===== config.mk =====
export PLATFORM = sky130hd
export DESIGN_NAME = mci_top
export DESIGN_NICKNAME = d
export VERILOG_FILES = /design/src/source/mci_wdt_pkg.sv /design/src/source/mci_reg_pkg.sv /design/src/source/mci_top.sv /design/src/source/mci_error_agg.sv /design/src/source/mci_wdt.sv /design/src/source/mci_reg_block.sv
export SDC_FILE = /design/constraint.sdc
export NUM_CORES = 1
export LEC_CHECK = 0
export BUFFER_PORTS_ARGS = -buffer_cell sky130_fd_sc_hd__buf_2
export CORE_ASPECT_RATIO = 1.4
export CORE_MARGIN = 5
export CORE_UTILIZATION = 50
export CTS_BUF_LIST = sky130_fd_sc_hd__clkbuf_4 sky130_fd_sc_hd__clkbuf_8
export CTS_CLUSTER_DIAMETER = 100
export DETAILED_ROUTE_END_ITERATION = 10
export PLACE_DENSITY = 0.7
export SYNTH_ARGS = -nofsm -noshare
export SYNTH_HDL_FRONTEND = slang
export SYNTH_HIERARCHICAL = 1
export SYNTH_SLANG_ARGS = --single-unit

===== constraint.sdc =====
create_clock -name clk_i -period 2.63 [get_ports clk_i]
set_input_delay 0.263 -clock clk_i [delete_from_list [all_inputs] [get_ports clk_i]]
set_output_delay 0.263 -clock clk_i [all_outputs]
set_load 0.01 [all_outputs]

===== src/source/mci_wdt_pkg.sv =====
/* MCI watchdog types: control fields and timeout status exchanged between
   the register block and the two-timer watchdog */
package mci_wdt_pkg;

  localparam int unsigned WDT_CNT_WIDTH = 32;

  // Enables are levels, restart and service are single-cycle pulses
  typedef struct packed {
    logic                     timer1_en;
    logic                     timer2_en;
    logic                     timer1_restart;
    logic                     timer2_restart;
    logic                     t1_service;
    logic                     t2_service;
    logic [WDT_CNT_WIDTH-1:0] t1_period;
    logic [WDT_CNT_WIDTH-1:0] t2_period;
  } wdt_ctrl_t;

  // Bit 0 is timer 1 so the word lines up with WDT_STATUS
  typedef struct packed {
    logic t2_timeout;
    logic t1_timeout;
  } wdt_status_t;

endpackage


===== src/source/mci_reg_pkg.sv =====
/* MCI register map: bus widths, register offsets and the hardware error word layouts
   shared by the register block, the error aggregator and the top level */
package mci_reg_pkg;

  localparam int unsigned REG_ADDR_WIDTH = 8;
  localparam int unsigned REG_DATA_WIDTH = 32;

  // Byte offsets of the registers
  localparam logic [REG_ADDR_WIDTH-1:0] WDT_CTRL_ADDR           = 8'h00;
  localparam logic [REG_ADDR_WIDTH-1:0] WDT_RESTART_ADDR        = 8'h04;
  localparam logic [REG_ADDR_WIDTH-1:0] WDT_T1_PERIOD_ADDR      = 8'h08;
  localparam logic [REG_ADDR_WIDTH-1:0] WDT_T2_PERIOD_ADDR      = 8'h0C;
  localparam logic [REG_ADDR_WIDTH-1:0] WDT_STATUS_ADDR         = 8'h10;
  localparam logic [REG_ADDR_WIDTH-1:0] HW_ERR_FATAL_ADDR       = 8'h14;
  localparam logic [REG_ADDR_WIDTH-1:0] HW_ERR_NON_FATAL_ADDR   = 8'h18;
  localparam logic [REG_ADDR_WIDTH-1:0] HW_FATAL_MASK_ADDR      = 8'h1C;
  localparam logic [REG_ADDR_WIDTH-1:0] HW_NON_FATAL_MASK_ADDR  = 8'h20;
  localparam logic [REG_ADDR_WIDTH-1:0] AGG_FATAL_MASK_ADDR     = 8'h24;
  localparam logic [REG_ADDR_WIDTH-1:0] AGG_NON_FATAL_MASK_ADDR = 8'h28;

  // The fatal word keeps nmi_pin in bit 0 and wdt_t2 in bit 3
  typedef struct packed {
    logic wdt_t2;
    logic dmi_axi_collision;
    logic sram_ecc_unc;
    logic nmi_pin;
  } hw_err_fatal_t;

  // The non-fatal word keeps mailbox 0 in bit 0
  typedef struct packed {
    logic mbox1_ecc_unc;
    logic mbox0_ecc_unc;
  } hw_err_non_fatal_t;

endpackage

===== src/source/mci_top.sv =====
/* MCI top level: connects the register block, the watchdog and the error aggregator */
`timescale 1ns/10ps

module mci_top #(
  parameter int unsigned AGG_WIDTH = 26
) (
  input  logic                                   clk_i,
  input  logic                                   rst_n_i,
  input  logic                                   reg_we_i,
  input  logic [mci_reg_pkg::REG_ADDR_WIDTH-1:0] reg_addr_i,
  input  logic [mci_reg_pkg::REG_DATA_WIDTH-1:0] reg_wdata_i,
  output logic [mci_reg_pkg::REG_DATA_WIDTH-1:0] reg_rdata_o,
  input  mci_reg_pkg::hw_err_fatal_t             hw_err_fatal_i,
  input  mci_reg_pkg::hw_err_non_fatal_t         hw_err_non_fatal_i,
  input  logic [AGG_WIDTH-1:0]                   agg_err_fatal_i,
  input  logic [AGG_WIDTH-1:0]                   agg_err_non_fatal_i,
  output logic                                   wdt_t1_timeout_o,
  output logic                                   wdt_t2_timeout_o,
  output logic                                   all_error_fatal_o,
  output logic                                   all_error_non_fatal_o
);

  mci_wdt_pkg::wdt_ctrl_t         wdt_ctrl;
  mci_wdt_pkg::wdt_status_t       wdt_status;
  mci_reg_pkg::hw_err_fatal_t     err_fatal;
  mci_reg_pkg::hw_err_non_fatal_t err_non_fatal;
  mci_reg_pkg::hw_err_fatal_t     fatal_mask;
  mci_reg_pkg::hw_err_non_fatal_t non_fatal_mask;
  logic [AGG_WIDTH-1:0]           agg_fatal_mask;
  logic [AGG_WIDTH-1:0]           agg_non_fatal_mask;

  mci_reg_block #(
    .AGG_WIDTH(AGG_WIDTH)
  ) mci_reg_block_i (
    .clk_i               (clk_i),
    .rst_n_i             (rst_n_i),
    .reg_we_i            (reg_we_i),
    .reg_addr_i          (reg_addr_i),
    .reg_wdata_i         (reg_wdata_i),
    .reg_rdata_o         (reg_rdata_o),
    .hw_err_fatal_i      (hw_err_fatal_i),
    .hw_err_non_fatal_i  (hw_err_non_fatal_i),
    .wdt_status_i        (wdt_status),
    .wdt_ctrl_o          (wdt_ctrl),
    .err_fatal_o         (err_fatal),
    .err_non_fatal_o     (err_non_fatal),
    .fatal_mask_o        (fatal_mask),
    .non_fatal_mask_o    (non_fatal_mask),
    .agg_fatal_mask_o    (agg_fatal_mask),
    .agg_non_fatal_mask_o(agg_non_fatal_mask)
  );

  mci_wdt mci_wdt_i (
    .clk_i       (clk_i),
    .rst_n_i     (rst_n_i),
    .wdt_ctrl_i  (wdt_ctrl),
    .wdt_status_o(wdt_status)
  );

  mci_error_agg #(
    .AGG_WIDTH(AGG_WIDTH)
  ) mci_error_agg_i (
    .clk_i                (clk_i),
    .rst_n_i              (rst_n_i),
    .err_fatal_i          (err_fatal),
    .err_non_fatal_i      (err_non_fatal),
    .fatal_mask_i         (fatal_mask),
    .non_fatal_mask_i     (non_fatal_mask),
    .agg_err_fatal_i      (agg_err_fatal_i),
    .agg_err_non_fatal_i  (agg_err_non_fatal_i),
    .agg_fatal_mask_i     (agg_fatal_mask),
    .agg_non_fatal_mask_i (agg_non_fatal_mask),
    .all_error_fatal_o    (all_error_fatal_o),
    .all_error_non_fatal_o(all_error_non_fatal_o)
  );

  // Timeout levels are brought out for the system
  assign wdt_t1_timeout_o = wdt_status.t1_timeout;
  assign wdt_t2_timeout_o = wdt_status.t2_timeout;

endmodule


===== src/source/mci_error_agg.sv =====
/* MCI error aggregator: masks the sticky hardware errors and the external
   aggregated error inputs and registers one summary bit per class */
`timescale 1ns/10ps

module mci_error_agg #(
  parameter int unsigned AGG_WIDTH = 26
) (
  input  logic                           clk_i,
  input  logic                           rst_n_i,
  input  mci_reg_pkg::hw_err_fatal_t     err_fatal_i,
  input  mci_reg_pkg::hw_err_non_fatal_t err_non_fatal_i,
  input  mci_reg_pkg::hw_err_fatal_t     fatal_mask_i,
  input  mci_reg_pkg::hw_err_non_fatal_t non_fatal_mask_i,
  input  logic [AGG_WIDTH-1:0]           agg_err_fatal_i,
  input  logic [AGG_WIDTH-1:0]           agg_err_non_fatal_i,
  input  logic [AGG_WIDTH-1:0]           agg_fatal_mask_i,
  input  logic [AGG_WIDTH-1:0]           agg_non_fatal_mask_i,
  output logic                           all_error_fatal_o,
  output logic                           all_error_non_fatal_o
);

  logic [AGG_WIDTH-1:0] agg_fatal_q;
  logic [AGG_WIDTH-1:0] agg_non_fatal_q;
  logic                 fatal_any;
  logic                 non_fatal_any;

  // A mask bit of one hides its source from the summary
  assign fatal_any = (|(err_fatal_i & ~fatal_mask_i)) ||
                     (|(agg_fatal_q & ~agg_fatal_mask_i));
  assign non_fatal_any = (|(err_non_fatal_i & ~non_fatal_mask_i)) ||
                         (|(agg_non_fatal_q & ~agg_non_fatal_mask_i));

  // External inputs get one register stage before the summary register
  always_ff @(posedge clk_i or negedge rst_n_i) begin
    if (!rst_n_i) begin
      agg_fatal_q           <= '0;
      agg_non_fatal_q       <= '0;
      all_error_fatal_o     <= 1'b0;
      all_error_non_fatal_o <= 1'b0;
    end else begin
      agg_fatal_q           <= agg_err_fatal_i;
      agg_non_fatal_q       <= agg_err_non_fatal_i;
      all_error_fatal_o     <= fatal_any;
      all_error_non_fatal_o <= non_fatal_any;
    end
  end

endmodule


===== src/source/mci_wdt.sv =====
/* MCI watchdog: two 32-bit timers running in cascade when timer 2 is not
   enabled on its own, and independently when it is */
`timescale 1ns/10ps

module mci_wdt (
  input  logic                     clk_i,
  input  logic                     rst_n_i,
  input  mci_wdt_pkg::wdt_ctrl_t   wdt_ctrl_i,
  output mci_wdt_pkg::wdt_status_t wdt_status_o
);

  localparam int unsigned NUM_TIMERS = 2;
  localparam int unsigned CW         = mci_wdt_pkg::WDT_CNT_WIDTH;

  logic [NUM_TIMERS-1:0]         run;
  logic [NUM_TIMERS-1:0]         restart;
  logic [NUM_TIMERS-1:0]         service;
  logic [NUM_TIMERS-1:0][CW-1:0] period;
  logic [NUM_TIMERS-1:0][CW-1:0] count_q;
  logic [NUM_TIMERS-1:0]         timeout_q;

  //////////////////////////////
  // Run conditions
  //////////////////////////////

  always_comb begin
    restart   = {wdt_ctrl_i.timer2_restart, wdt_ctrl_i.timer1_restart};
    service   = {wdt_ctrl_i.t2_service, wdt_ctrl_i.t1_service};
    period[0] = wdt_ctrl_i.t1_period;
    period[1] = wdt_ctrl_i.t2_period;

    run[0] = wdt_ctrl_i.timer1_en && !timeout_q[0];

    // In cascade mode timer 2 only starts once timer 1 has expired
    if (wdt_ctrl_i.timer2_en) begin
      run[1] = !timeout_q[1];
    end else begin
      run[1] = timeout_q[0] && !timeout_q[1];
    end
  end

  //////////////////////////////
  // Counters
  //////////////////////////////

  // The flag rises one edge after the count reaches the period, then the count holds
  always_ff @(posedge clk_i or negedge rst_n_i) begin
    if (!rst_n_i) begin
      count_q   <= '0;
      timeout_q <= '0;
    end else begin
      for (int i = 0; i < NUM_TIMERS; i++) begin
        if (service[i]) begin
          count_q[i]   <= '0;
          timeout_q[i] <= 1'b0;
        end else if (restart[i] && !timeout_q[i]) begin
          // An expired timer ignores a pet and has to be serviced
          count_q[i] <= '0;
        end else if (run[i]) begin
          if (count_q[i] == period[i]) begin
            timeout_q[i] <= 1'b1;
          end else begin
            count_q[i] <= count_q[i] + 1'b1;
          end
        end
      end
    end
  end

  assign wdt_status_o.t1_timeout = timeout_q[0];
  assign wdt_status_o.t2_timeout = timeout_q[1];

endmodule


===== src/source/mci_reg_block.sv =====
/* MCI register block: watchdog configuration, sticky hardware errors, masks
   and the combinational read mux on a plain strobe interface */
`timescale 1ns/10ps

module mci_reg_block #(
  parameter int unsigned AGG_WIDTH = 26
) (
  input  logic                                   clk_i,
  input  logic                                   rst_n_i,
  input  logic                                   reg_we_i,
  input  logic [mci_reg_pkg::REG_ADDR_WIDTH-1:0] reg_addr_i,
  input  logic [mci_reg_pkg::REG_DATA_WIDTH-1:0] reg_wdata_i,
  output logic [mci_reg_pkg::REG_DATA_WIDTH-1:0] reg_rdata_o,
  input  mci_reg_pkg::hw_err_fatal_t             hw_err_fatal_i,
  input  mci_reg_pkg::hw_err_non_fatal_t         hw_err_non_fatal_i,
  input  mci_wdt_pkg::wdt_status_t               wdt_status_i,
  output mci_wdt_pkg::wdt_ctrl_t                 wdt_ctrl_o,
  output mci_reg_pkg::hw_err_fatal_t             err_fatal_o,
  output mci_reg_pkg::hw_err_non_fatal_t         err_non_fatal_o,
  output mci_reg_pkg::hw_err_fatal_t             fatal_mask_o,
  output mci_reg_pkg::hw_err_non_fatal_t         non_fatal_mask_o,
  output logic [AGG_WIDTH-1:0]                   agg_fatal_mask_o,
  output logic [AGG_WIDTH-1:0]                   agg_non_fatal_mask_o
);

  localparam int unsigned FW = $bits(mci_reg_pkg::hw_err_fatal_t);
  localparam int unsigned NW = $bits(mci_reg_pkg::hw_err_non_fatal_t);
  localparam int unsigned CW = mci_wdt_pkg::WDT_CNT_WIDTH;

  logic wr_ctrl;
  logic wr_restart;
  logic wr_t1_period;
  logic wr_t2_period;
  logic wr_status;
  logic wr_fatal;
  logic wr_non_fatal;
  logic wr_fatal_mask;
  logic wr_non_fatal_mask;
  logic wr_agg_fatal_mask;
  logic wr_agg_non_fatal_mask;

  logic          t1_en_q;
  logic          t2_en_q;
  logic [CW-1:0] t1_period_q;
  logic [CW-1:0] t2_period_q;

  mci_reg_pkg::hw_err_fatal_t     err_fatal_set;
  mci_reg_pkg::hw_err_fatal_t     err_fatal_clr;
  mci_reg_pkg::hw_err_non_fatal_t err_non_fatal_clr;

  //////////////////////////////
  // Write decode
  //////////////////////////////

  assign wr_ctrl               = reg_we_i && (reg_addr_i == mci_reg_pkg::WDT_CTRL_ADDR);
  assign wr_restart            = reg_we_i && (reg_addr_i == mci_reg_pkg::WDT_RESTART_ADDR);
  assign wr_t1_period          = reg_we_i && (reg_addr_i == mci_reg_pkg::WDT_T1_PERIOD_ADDR);
  assign wr_t2_period          = reg_we_i && (reg_addr_i == mci_reg_pkg::WDT_T2_PERIOD_ADDR);
  assign wr_status             = reg_we_i && (reg_addr_i == mci_reg_pkg::WDT_STATUS_ADDR);
  assign wr_fatal              = reg_we_i && (reg_addr_i == mci_reg_pkg::HW_ERR_FATAL_ADDR);
  assign wr_non_fatal          = reg_we_i && (reg_addr_i == mci_reg_pkg::HW_ERR_NON_FATAL_ADDR);
  assign wr_fatal_mask         = reg_we_i && (reg_addr_i == mci_reg_pkg::HW_FATAL_MASK_ADDR);
  assign wr_non_fatal_mask     = reg_we_i && (reg_addr_i == mci_reg_pkg::HW_NON_FATAL_MASK_ADDR);
  assign wr_agg_fatal_mask     = reg_we_i && (reg_addr_i == mci_reg_pkg::AGG_FATAL_MASK_ADDR);
  assign wr_agg_non_fatal_mask = reg_we_i && (reg_addr_i == mci_reg_pkg::AGG_NON_FATAL_MASK_ADDR);

  //////////////////////////////
  // Configuration and masks
  //////////////////////////////

  always_ff @(posedge clk_i or negedge rst_n_i) begin
    if (!rst_n_i) begin
      t1_en_q              <= 1'b0;
      t2_en_q              <= 1'b0;
      t1_period_q          <= '0;
      t2_period_q          <= '0;
      fatal_mask_o         <= '0;
      non_fatal_mask_o     <= '0;
      agg_fatal_mask_o     <= '0;
      agg_non_fatal_mask_o <= '0;
    end else begin
      if (wr_ctrl) begin
        t1_en_q <= reg_wdata_i[0];
        t2_en_q <= reg_wdata_i[1];
      end
      if (wr_t1_period) begin
        t1_period_q <= reg_wdata_i[CW-1:0];
      end
      if (wr_t2_period) begin
        t2_period_q <= reg_wdata_i[CW-1:0];
      end
      if (wr_fatal_mask) begin
        fatal_mask_o <= reg_wdata_i[FW-1:0];
      end
      if (wr_non_fatal_mask) begin
        non_fatal_mask_o <= reg_wdata_i[NW-1:0];
      end
      if (wr_agg_fatal_mask) begin
        agg_fatal_mask_o <= reg_wdata_i[AGG_WIDTH-1:0];
      end
      if (wr_agg_non_fatal_mask) begin
        agg_non_fatal_mask_o <= reg_wdata_i[AGG_WIDTH-1:0];
      end
    end
  end

  // Restart and service are pulses in the write cycle itself
  always_comb begin
    wdt_ctrl_o.timer1_en      = t1_en_q;
    wdt_ctrl_o.timer2_en      = t2_en_q;
    wdt_ctrl_o.timer1_restart = wr_restart && reg_wdata_i[0];
    wdt_ctrl_o.timer2_restart = wr_restart && reg_wdata_i[1];
    wdt_ctrl_o.t1_service     = wr_status && reg_wdata_i[0];
    wdt_ctrl_o.t2_service     = wr_status && reg_wdata_i[1];
    wdt_ctrl_o.t1_period      = t1_period_q;
    wdt_ctrl_o.t2_period      = t2_period_q;
  end

  //////////////////////////////
  // Sticky error words
  //////////////////////////////

  // The wdt_t2 input pin is replaced by the internal timer 2 timeout
  always_comb begin
    err_fatal_set        = hw_err_fatal_i;
    err_fatal_set.wdt_t2 = wdt_status_i.t2_timeout;
    err_fatal_clr        = wr_fatal ? reg_wdata_i[FW-1:0] : '0;
    err_non_fatal_clr    = wr_non_fatal ? reg_wdata_i[NW-1:0] : '0;
  end

  // A source that is still high wins over a write-one-to-clear
  always_ff @(posedge clk_i or negedge rst_n_i) begin
    if (!rst_n_i) begin
      err_fatal_o     <= '0;
      err_non_fatal_o <= '0;
    end else begin
      err_fatal_o     <= (err_fatal_o & ~err_fatal_clr) | err_fatal_set;
      err_non_fatal_o <= (err_non_fatal_o & ~err_non_fatal_clr) | hw_err_non_fatal_i;
    end
  end

  //////////////////////////////
  // Read mux
  //////////////////////////////

  always_comb begin
    reg_rdata_o = '0;
    case (reg_addr_i)
      mci_reg_pkg::WDT_CTRL_ADDR:           reg_rdata_o[1:0] = {t2_en_q, t1_en_q};
      mci_reg_pkg::WDT_T1_PERIOD_ADDR:      reg_rdata_o[CW-1:0] = t1_period_q;
      mci_reg_pkg::WDT_T2_PERIOD_ADDR:      reg_rdata_o[CW-1:0] = t2_period_q;
      mci_reg_pkg::WDT_STATUS_ADDR:         reg_rdata_o[1:0] = wdt_status_i;
      mci_reg_pkg::HW_ERR_FATAL_ADDR:       reg_rdata_o[FW-1:0] = err_fatal_o;
      mci_reg_pkg::HW_ERR_NON_FATAL_ADDR:   reg_rdata_o[NW-1:0] = err_non_fatal_o;
      mci_reg_pkg::HW_FATAL_MASK_ADDR:      reg_rdata_o[FW-1:0] = fatal_mask_o;
      mci_reg_pkg::HW_NON_FATAL_MASK_ADDR:  reg_rdata_o[NW-1:0] = non_fatal_mask_o;
      mci_reg_pkg::AGG_FATAL_MASK_ADDR:     reg_rdata_o[AGG_WIDTH-1:0] = agg_fatal_mask_o;
      mci_reg_pkg::AGG_NON_FATAL_MASK_ADDR: reg_rdata_o[AGG_WIDTH-1:0] = agg_non_fatal_mask_o;
      default:                              reg_rdata_o = '0;
    endcase
  end

endmodule


==> results of run 1 <==
## sequential cells by signal (all words and copies together) (netlist names)
| name | count |
|---|---|
| mci_reg_block_i/agg_non_fatal_mask_o | 26 |
| mci_reg_block_i/err_fatal_o | 4 |
| mci_error_agg_i/agg_non_fatal_q | 26 |
| mci_reg_block_i/err_non_fatal_o | 2 |
| mci_reg_block_i/fatal_mask_o | 4 |
| mci_wdt_i/count_q | 64 |
| mci_reg_block_i/non_fatal_mask_o | 2 |
| mci_wdt_i/wdt_status_o | 2 |
| mci_reg_block_i/t2_en_q | 1 |
| mci_error_agg_i/all_error_non_fatal_o | 1 |
| mci_reg_block_i/t1_period_q | 32 |
| mci_reg_block_i/agg_fatal_mask_o | 26 |
| mci_reg_block_i/t1_en_q | 1 |
| mci_error_agg_i/agg_fatal_q | 26 |
| mci_reg_block_i/t2_period_q | 32 |
| mci_error_agg_i/all_error_fatal_o | 1 |
## routing by layer
layer / vias up / part of all wire (%) / GRT usage, %
met2: 384 / 50 / 44.67
met3: 101 / 5.8 / 4.282
met4: 0 / 5.0 / 13.14
li1: 4392 / - / -
met1: 4851 / 39 / 33.76
met5: - / 0 / 0
## through the flow
step / hold slack (ns) / instance area [µm²] / utilization (%) / total power (W)
floorplan: -0.03259 / 12260 / - / 0.005319
global placement: 0.3120 / 13360 / 55.53 / 0.005786
detailed placement: 0.3144 / 13360 / 55.53 / 0.005827
CTS: 0.01023 / 15070 / 62.63 / 0.009578
global route: 0.0006322 / 15070 / 62.63 / 0.009954
finish: 0.02825 / 15070 / 62.64 / 0.009566
## final timing paths
kind | endpoint | slack, ns
max | reg_rdata_o[0] | 0.28
min in group asynchronous | mci_reg_block_i/t1_period_q[26]$_DFFE_PN0P_ | 0.30
max in group asynchronous | mci_wdt_i/count_q[59]$_DFFE_PN0P_ | 1.44
max reg2reg | mci_wdt_i/count_q[62]$_DFFE_PN0P_ | 0.34
min | mci_reg_block_i/agg_fatal_mask_o[16]$_DFFE_PN0P_ | 0.03
min reg2reg | mci_reg_block_i/err_fatal_o[3]$_DFF_PN0_ | 0.52
## layout by cell type (no fill, tap or decap), types with 7 or more instances in the layout
cell and count:
dfrtp_1 250, buf_2 134, dlygate4sd3_1 81, mux2_2 70, inv_1 63, clkbuf_8 55
a21oi_1 50, mux2_4 48, o21ai_0 46, a22oi_1 45, nand2_1 44, xnor2_1 43
nor2_1 37, xor2_1 36, nand4_1 35, nand3_1 30, buf_4 30, o22ai_1 28
or3_1 27, and3_1 22, nor4_1 14, and2_1 11, or4_1 11, a21o_1 10
o211ai_1 9, clkinv_2 8, a32oi_1 8, a22o_1 8, nor3_1 7, buf_12 7
## cell families (layout without fill, tap and decap cells)
logic type	Yosys count	in the layout	share of synthesized area, %
DFF	250	250	51.04
AOI/OAI and AO/OA	230	230	12.26
other	0	1	0
adders and majority gates	2	2	0.2041
buffers and inverters	120	388	4.767
xor gates and xnor gates	79	79	5.645
and+or+nand+nor	265	265	13.06
muxes	126	126	13.03
## report_power, final
group	leakage, nW	switching [W]	internal (W)
combinational	3.50	0.000648	0.000611
clock	0.480	0.00162	0.00206
sequential	3.07	0.000460	0.00417
## area by class of cell
| class | count | area share, % |
|---|---|---|
| Inverter | 63 | 1.569 |
| Sequential cell | 250 | 41.51 |
| Timing Repair Buffer | 253 | 12.35 |
| Multi-Input combinational cell | 702 | 36.02 |
| Tap cell | 310 | 2.574 |
| Clock buffer | 61 | 5.322 |
| Clock inverter | 11 | 0.6310 |
| Antenna cell | 1 | 0.01660 |
## repair_timing
item                                   4_1_cts  5_1_grt
hold buffers                                81        0
endpoints found under the hold margin      206        0
setup buffers                                0        0
==> metrics.txt, run 1 <==
sequential cell area fraction in the yosys report 51.04%; nets 1413; Core Area 24060 µm²; Via density 5.892; max-slew violation count 0; Die Wd 142.3 µm; CTS tree yes; total iterations of the first detailed-routing run 5; wire per inst 22.61 µm; io pins 137; Setup Crit Path Kind reg2out; Syn Inst Count 1072; post-place setup slack 0.3348 ns; Synthesized Nets 1175; row cnt 67; crit share post-route 89.24%; setup TNS 0 ns; global-route wire length before repair 57540 µm; Hold Path Depth 2; slowest stage delay, CP 0.53 ns; H-tree depth 2; DRT iter0 DRCs 760; maxcap violations 0; Max VDD drop 0.4623 mV; routed wire length 37330 µm; Multi-input gate area 5429 µm²; RSZ-0062 raised after global routing no; fillers 1852; CTS-repair resized insts 0; post-synth top area share 51.04%; FF+latch area 6256 µm²; most frequent cells after synthesis 250 x dfrtp_1, 70 x mux2_2, 63 x inv_1; Critical Path Start Type flip-flop; Rel. slew slack 48.75%; worst-path maximum fanout 8; CP Launch Point mci_wdt_i/wdt_status_o[0]$_DFFE_PN0P_; total CTS buffers 40; Post-synth EDFFs 0; share of cells above drive strength 1 29.40%; Crit. End Element output port; most used flip-flop cell after synthesis dfrtp_1; Setup Viol. Count Final 0; final critical-path required period 2.347 ns; synthesis-to-finish area growth 22.96%; CP Data Required Time 2.37 ns; Yosys Warn Count 6; class of the worst hold path in2reg; Initial Utilization 50.94%; clk_skew 0.02850 ns; CTS clk-pin slew, worst paths 0.07 ns; Pwr Density 634.8 nW/µm²; Worst Path Buf+Inv 1; CP max stage cell dfrtp_1; most common cell in the netlist dfrtp_1; Placed Cells 1497; initial antenna violation count 0; cell taking the most area after synthesis dfrtp_1; clock root cell clkbuf_8; FMAX 0.4261 GHz; number of port buffers 135; final hold violation count 0; Clk Latency, worst-skew pair 0.57 ns; Yosys reg bits 250; via count 9728; top cells by area, synth dfrtp_1 51%, mux2_2 6.4%, mux2_4 5.9%; Final WS setup 0.2830 ns; Crit Reg-Reg Startpoint mci_wdt_i/count_q[32]$_DFFE_PN0P_; worst-case reg-to-reg path depth 7; GRT Total Usage 26.79%; Non-Filler Instances 1651; maximum root-to-sink buffer count 3; clk sinks 250; Avg Cell Area, Syn 11.43 µm²; largest net degree at the start of global routing 86; RePlAce Congestion 0.9413; # DRC 0; cell area after synthesis 12260 µm²; die height 195.3 µm; worst-margin pin slew 0.7618 ns; LEAKAGE 7.050 nW; Antenna Violating Nets Remaining 0; CP top delay family flip-flops; vias in the first global route 10030; Data arrival, critical path 2.08 ns; Critical Path, Cell by Cell and3_1, a2111oi_0, nand4_1, buf_2; die footprint 27790 µm²; grt total ovfl 0; post-DP HPWL 26080 µm; status finished clean; Synth cell types 61; number of stages on the worst setup path 4; FFs w/ async S/R, synth 100.0%; Hold Crit Start reg_wdata_i[16]
No activity file was read; power rests on OpenSTA's default activity.
==> run 2, diff against run 1 <==
clock period = 2.57 ns   (was 2.63 ns; I/O delays follow)
==> run 2 against run 1 <==
Effect of this change:
- worst setup slack better by 0.013 ns
- clock skew about the same
- critical path depth up 3
- final area down 0.95%
- sequential cell count unchanged
- combinational power about the same
- largest cell class unchanged
- worst hold slack worse by 0.0061 ns
- cell count down 0.79%
- via count down 0.29%
- global-route usage down 0.33 points
- clock power down 2%
- routed wire length down 1.3%
==> metrics.txt, run 2 (synthesis gave the netlist of run 1 again) <==
status finished clean (unchanged); Final WS setup 0.2956 ns (was 0.2830 ns); clk sinks 250 (unchanged); crit share post-route 88.50%; die height 195.3 µm (unchanged); Clk Latency, worst-skew pair 0.55 ns (was 0.57 ns); CTS tree yes (unchanged); number of port buffers 135 (unchanged); worst-path maximum fanout 6 (was 8); LEAKAGE 6.976 nW (was 7.050 nW); Hold Crit Start reg_wdata_i[7] (was reg_wdata_i[16]); Rel. slew slack 56.51% (was 48.75%); Die Wd 142.3 µm (unchanged); Via density 5.922 (was 5.892); CP Data Required Time 3.05 ns (was 2.37 ns); post-place setup slack 0.2169 ns (was 0.3348 ns); largest net degree at the start of global routing 74 (was 86); max-slew violation count 0 (unchanged); Max VDD drop 0.4385 mV (was 0.4623 mV); final hold violation count 0 (unchanged); sw frac 27.99% (was 28.49%); worst reg2reg setup slack 0.30 ns (was 0.34 ns); vias in the first global route 9998 (was 10030); RSZ-0062 raised after global routing no (unchanged); FF+latch area 6256 µm² (unchanged); Setup Viol. Count Final 0 (unchanged); Crit Reg-Reg Startpoint mci_wdt_i/count_q[32]$_DFFE_PN0P_ (unchanged); Int Power 0.006927 W (was 0.006841 W); clock root cell clkbuf_8 (unchanged); Crit. End Element flip-flop (was output port); RR Endpoint mci_wdt_i/count_q[54]$_DFFE_PN0P_ (was mci_wdt_i/count_q[62]$_DFFE_PN0P_); Hold Path Depth 2 (unchanged); CTS clk-pin slew, worst paths 0.07 ns (about the same); routed wire length 36840 µm (was 37330 µm); Pwr Density 644.4 nW/µm² (was 634.8 nW/µm²); global-route wire length before repair 57080 µm (was 57540 µm); total CTS buffers 39 (was 40); sequential share of power 49.2% (was 48.4%); most common cell after layout, fill and taps aside dfrtp_1 (unchanged); post-DP HPWL 26120 µm (was 26080 µm); worst-case reg-to-reg path depth 7 (unchanged); # DRC 0 (unchanged); share of cells above drive strength 1 29.24% (was 29.40%); DRT iter0 DRCs 785 (was 760); maximum root-to-sink buffer count 3 (unchanged); CTS-repair resized insts 0 (unchanged); Core Area 24060 µm² (unchanged); commonest cells after routing, fill and taps aside 250 x dfrtp_1, 134 x buf_2, 74 x dlygate4sd3_1, 70 x mux2_2, 63 x inv_1 (was 250 x dfrtp_1, 134 x buf_2, 81 x dlygate4sd3_1, 70 x mux2_2, 63 x inv_1); final critical-path required period 2.274 ns; Multi-input gate area 5429 µm² (unchanged); Data arrival, critical path 2.75 ns (was 2.08 ns); nets 1405 (was 1413); Switching Power 0.002692 W (was 0.002725 W); via count 9700 (was 9728); flip-flop count of the largest register after layout 64 (unchanged); postcts setup bufs 0 (unchanged); leading registers by flop count mci_wdt_i/count_q x64, mci_reg_block_i/t1_period_q x32, mci_reg_block_i/t2_period_q x32 (unchanged); RePlAce Congestion 0.9011 (was 0.9413); fillers 1863 (was 1852); total iterations of the first detailed-routing run 5 (unchanged); Initial Utilization 50.94% (unchanged); class of the worst hold path in2reg (unchanged); die footprint 27790 µm² (unchanged); io pins 137 (unchanged); Antenna Violating Nets Remaining 0 (unchanged); Worst Hold End mci_reg_block_i/agg_non_fatal_mask_o[7]$_DFFE_PN0P_ (was mci_reg_block_i/agg_fatal_mask_o[16]$_DFFE_PN0P_); wire per inst 22.49 µm (was 22.61 µm); Clk pwr share 37.4% (was 38.5%); GRT Total Usage 26.46% (was 26.79%); H-tree depth 2 (unchanged); largest reg by FF count mci_wdt_i/count_q (unchanged); CTS Hold Bufs 74 (was 81); Setup Crit Path Kind reg2reg (was reg2out); setup TNS 0 ns (unchanged); synthesis-to-finish area growth 21.78% (was 22.96%); grt total ovfl 0 (unchanged); worst-margin pin slew 0.6523 ns (was 0.7618 ns); clk_skew 0.02843 ns (was 0.02850 ns); maxcap violations 0 (unchanged); initial antenna violation count 0 (unchanged); row cnt 67 (unchanged); FMAX 0.4397 GHz; Gate power share 13.4% (was 13.2%); Critical Path Start Type flip-flop (unchanged)
-- run 2: worst max-delay path, stage by stage, from the launching register on --
cell     delay [ns]
dfrtp_1        0.46
ha_1           0.25
nand4_2        0.18
nor4_4         0.39
and2_1         0.30
nand4_1        0.15
or3_1          0.33
a21oi_1        0.14
-- run 2: stage by stage --
step                util [%]  std cells  total power [W]  area [µm²]  hold WS [ns]
floorplan                  -       1072         0.005443       12260      -0.03859
global placement       55.48       1497         0.005918       13350        0.2713
global route           62.03       1637          0.01000       14920      0.007783
detailed placement     55.48       1497         0.005970       13350        0.2683
CTS                    62.03       1637         0.009630       14920      0.001862
finish                 62.04       1638         0.009619       14930       0.02211
-- run 2: layer usage --
metal  part of all wire [%]  vias to the layer above  wire [µm]  GRT usage [%]
met1                     39                     4850      14250          33.11
met3                    5.6                       87       2051          3.695
li1                       -                     4382          -              -
met4                    4.2                        0       1549          10.50
met5                      0                        -          0              0
met2                     52                      381      18990          46.00
-- run 2: how the worst max path moves through the flow --
stage / startpoint / to / depth (start not counted) / slack (ns)
2_1_floorplan: reg_addr_i[5] / mci_wdt_i/count_q[10]$_DFFE_PN0P_ / 7 / 0.52
3_3_place_gp: reg_addr_i[4] / mci_reg_block_i/t1_period_q[1]$_DFFE_PN0P_ / 5 / 0.23
3_5_place_dp: reg_addr_i[4] / mci_reg_block_i/t1_period_q[1]$_DFFE_PN0P_ / 5 / 0.22
4_1_cts: mci_wdt_i/count_q[33]$_DFFE_PN0P_ / mci_wdt_i/count_q[54]$_DFFE_PN0P_ / 7 / 0.30
5_1_grt: mci_wdt_i/count_q[32]$_DFFE_PN0P_ / mci_wdt_i/count_q[54]$_DFFE_PN0P_ / 7 / 0.12
6_report: mci_wdt_i/count_q[32]$_DFFE_PN0P_ / mci_wdt_i/count_q[54]$_DFFE_PN0P_ / 7 / 0.30
-- run 2: cell type report --
type	instances	area share [%]
diodes	1	0.01676
clock buffers	62	5.256
clock inverters	4	0.3437
inverters	63	1.584
multi-input cells	702	36.37
flip-flops and latches	250	41.91
well taps	310	2.598
repair buffers	246	11.92
-- run 2: power by group through the flow --
stage / combinational, W / sequential (W) / clock (W)
2_1_floorplan: 0.000842 / 0.00460 / 0
3_3_place_gp: 0.00115 / 0.00477 / 0
3_5_place_dp: 0.00119 / 0.00478 / 0
4_1_cts: 0.00128 / 0.00472 / 0.00363
5_1_grt: 0.00143 / 0.00477 / 0.00381
6_report: 0.00129 / 0.00473 / 0.00360
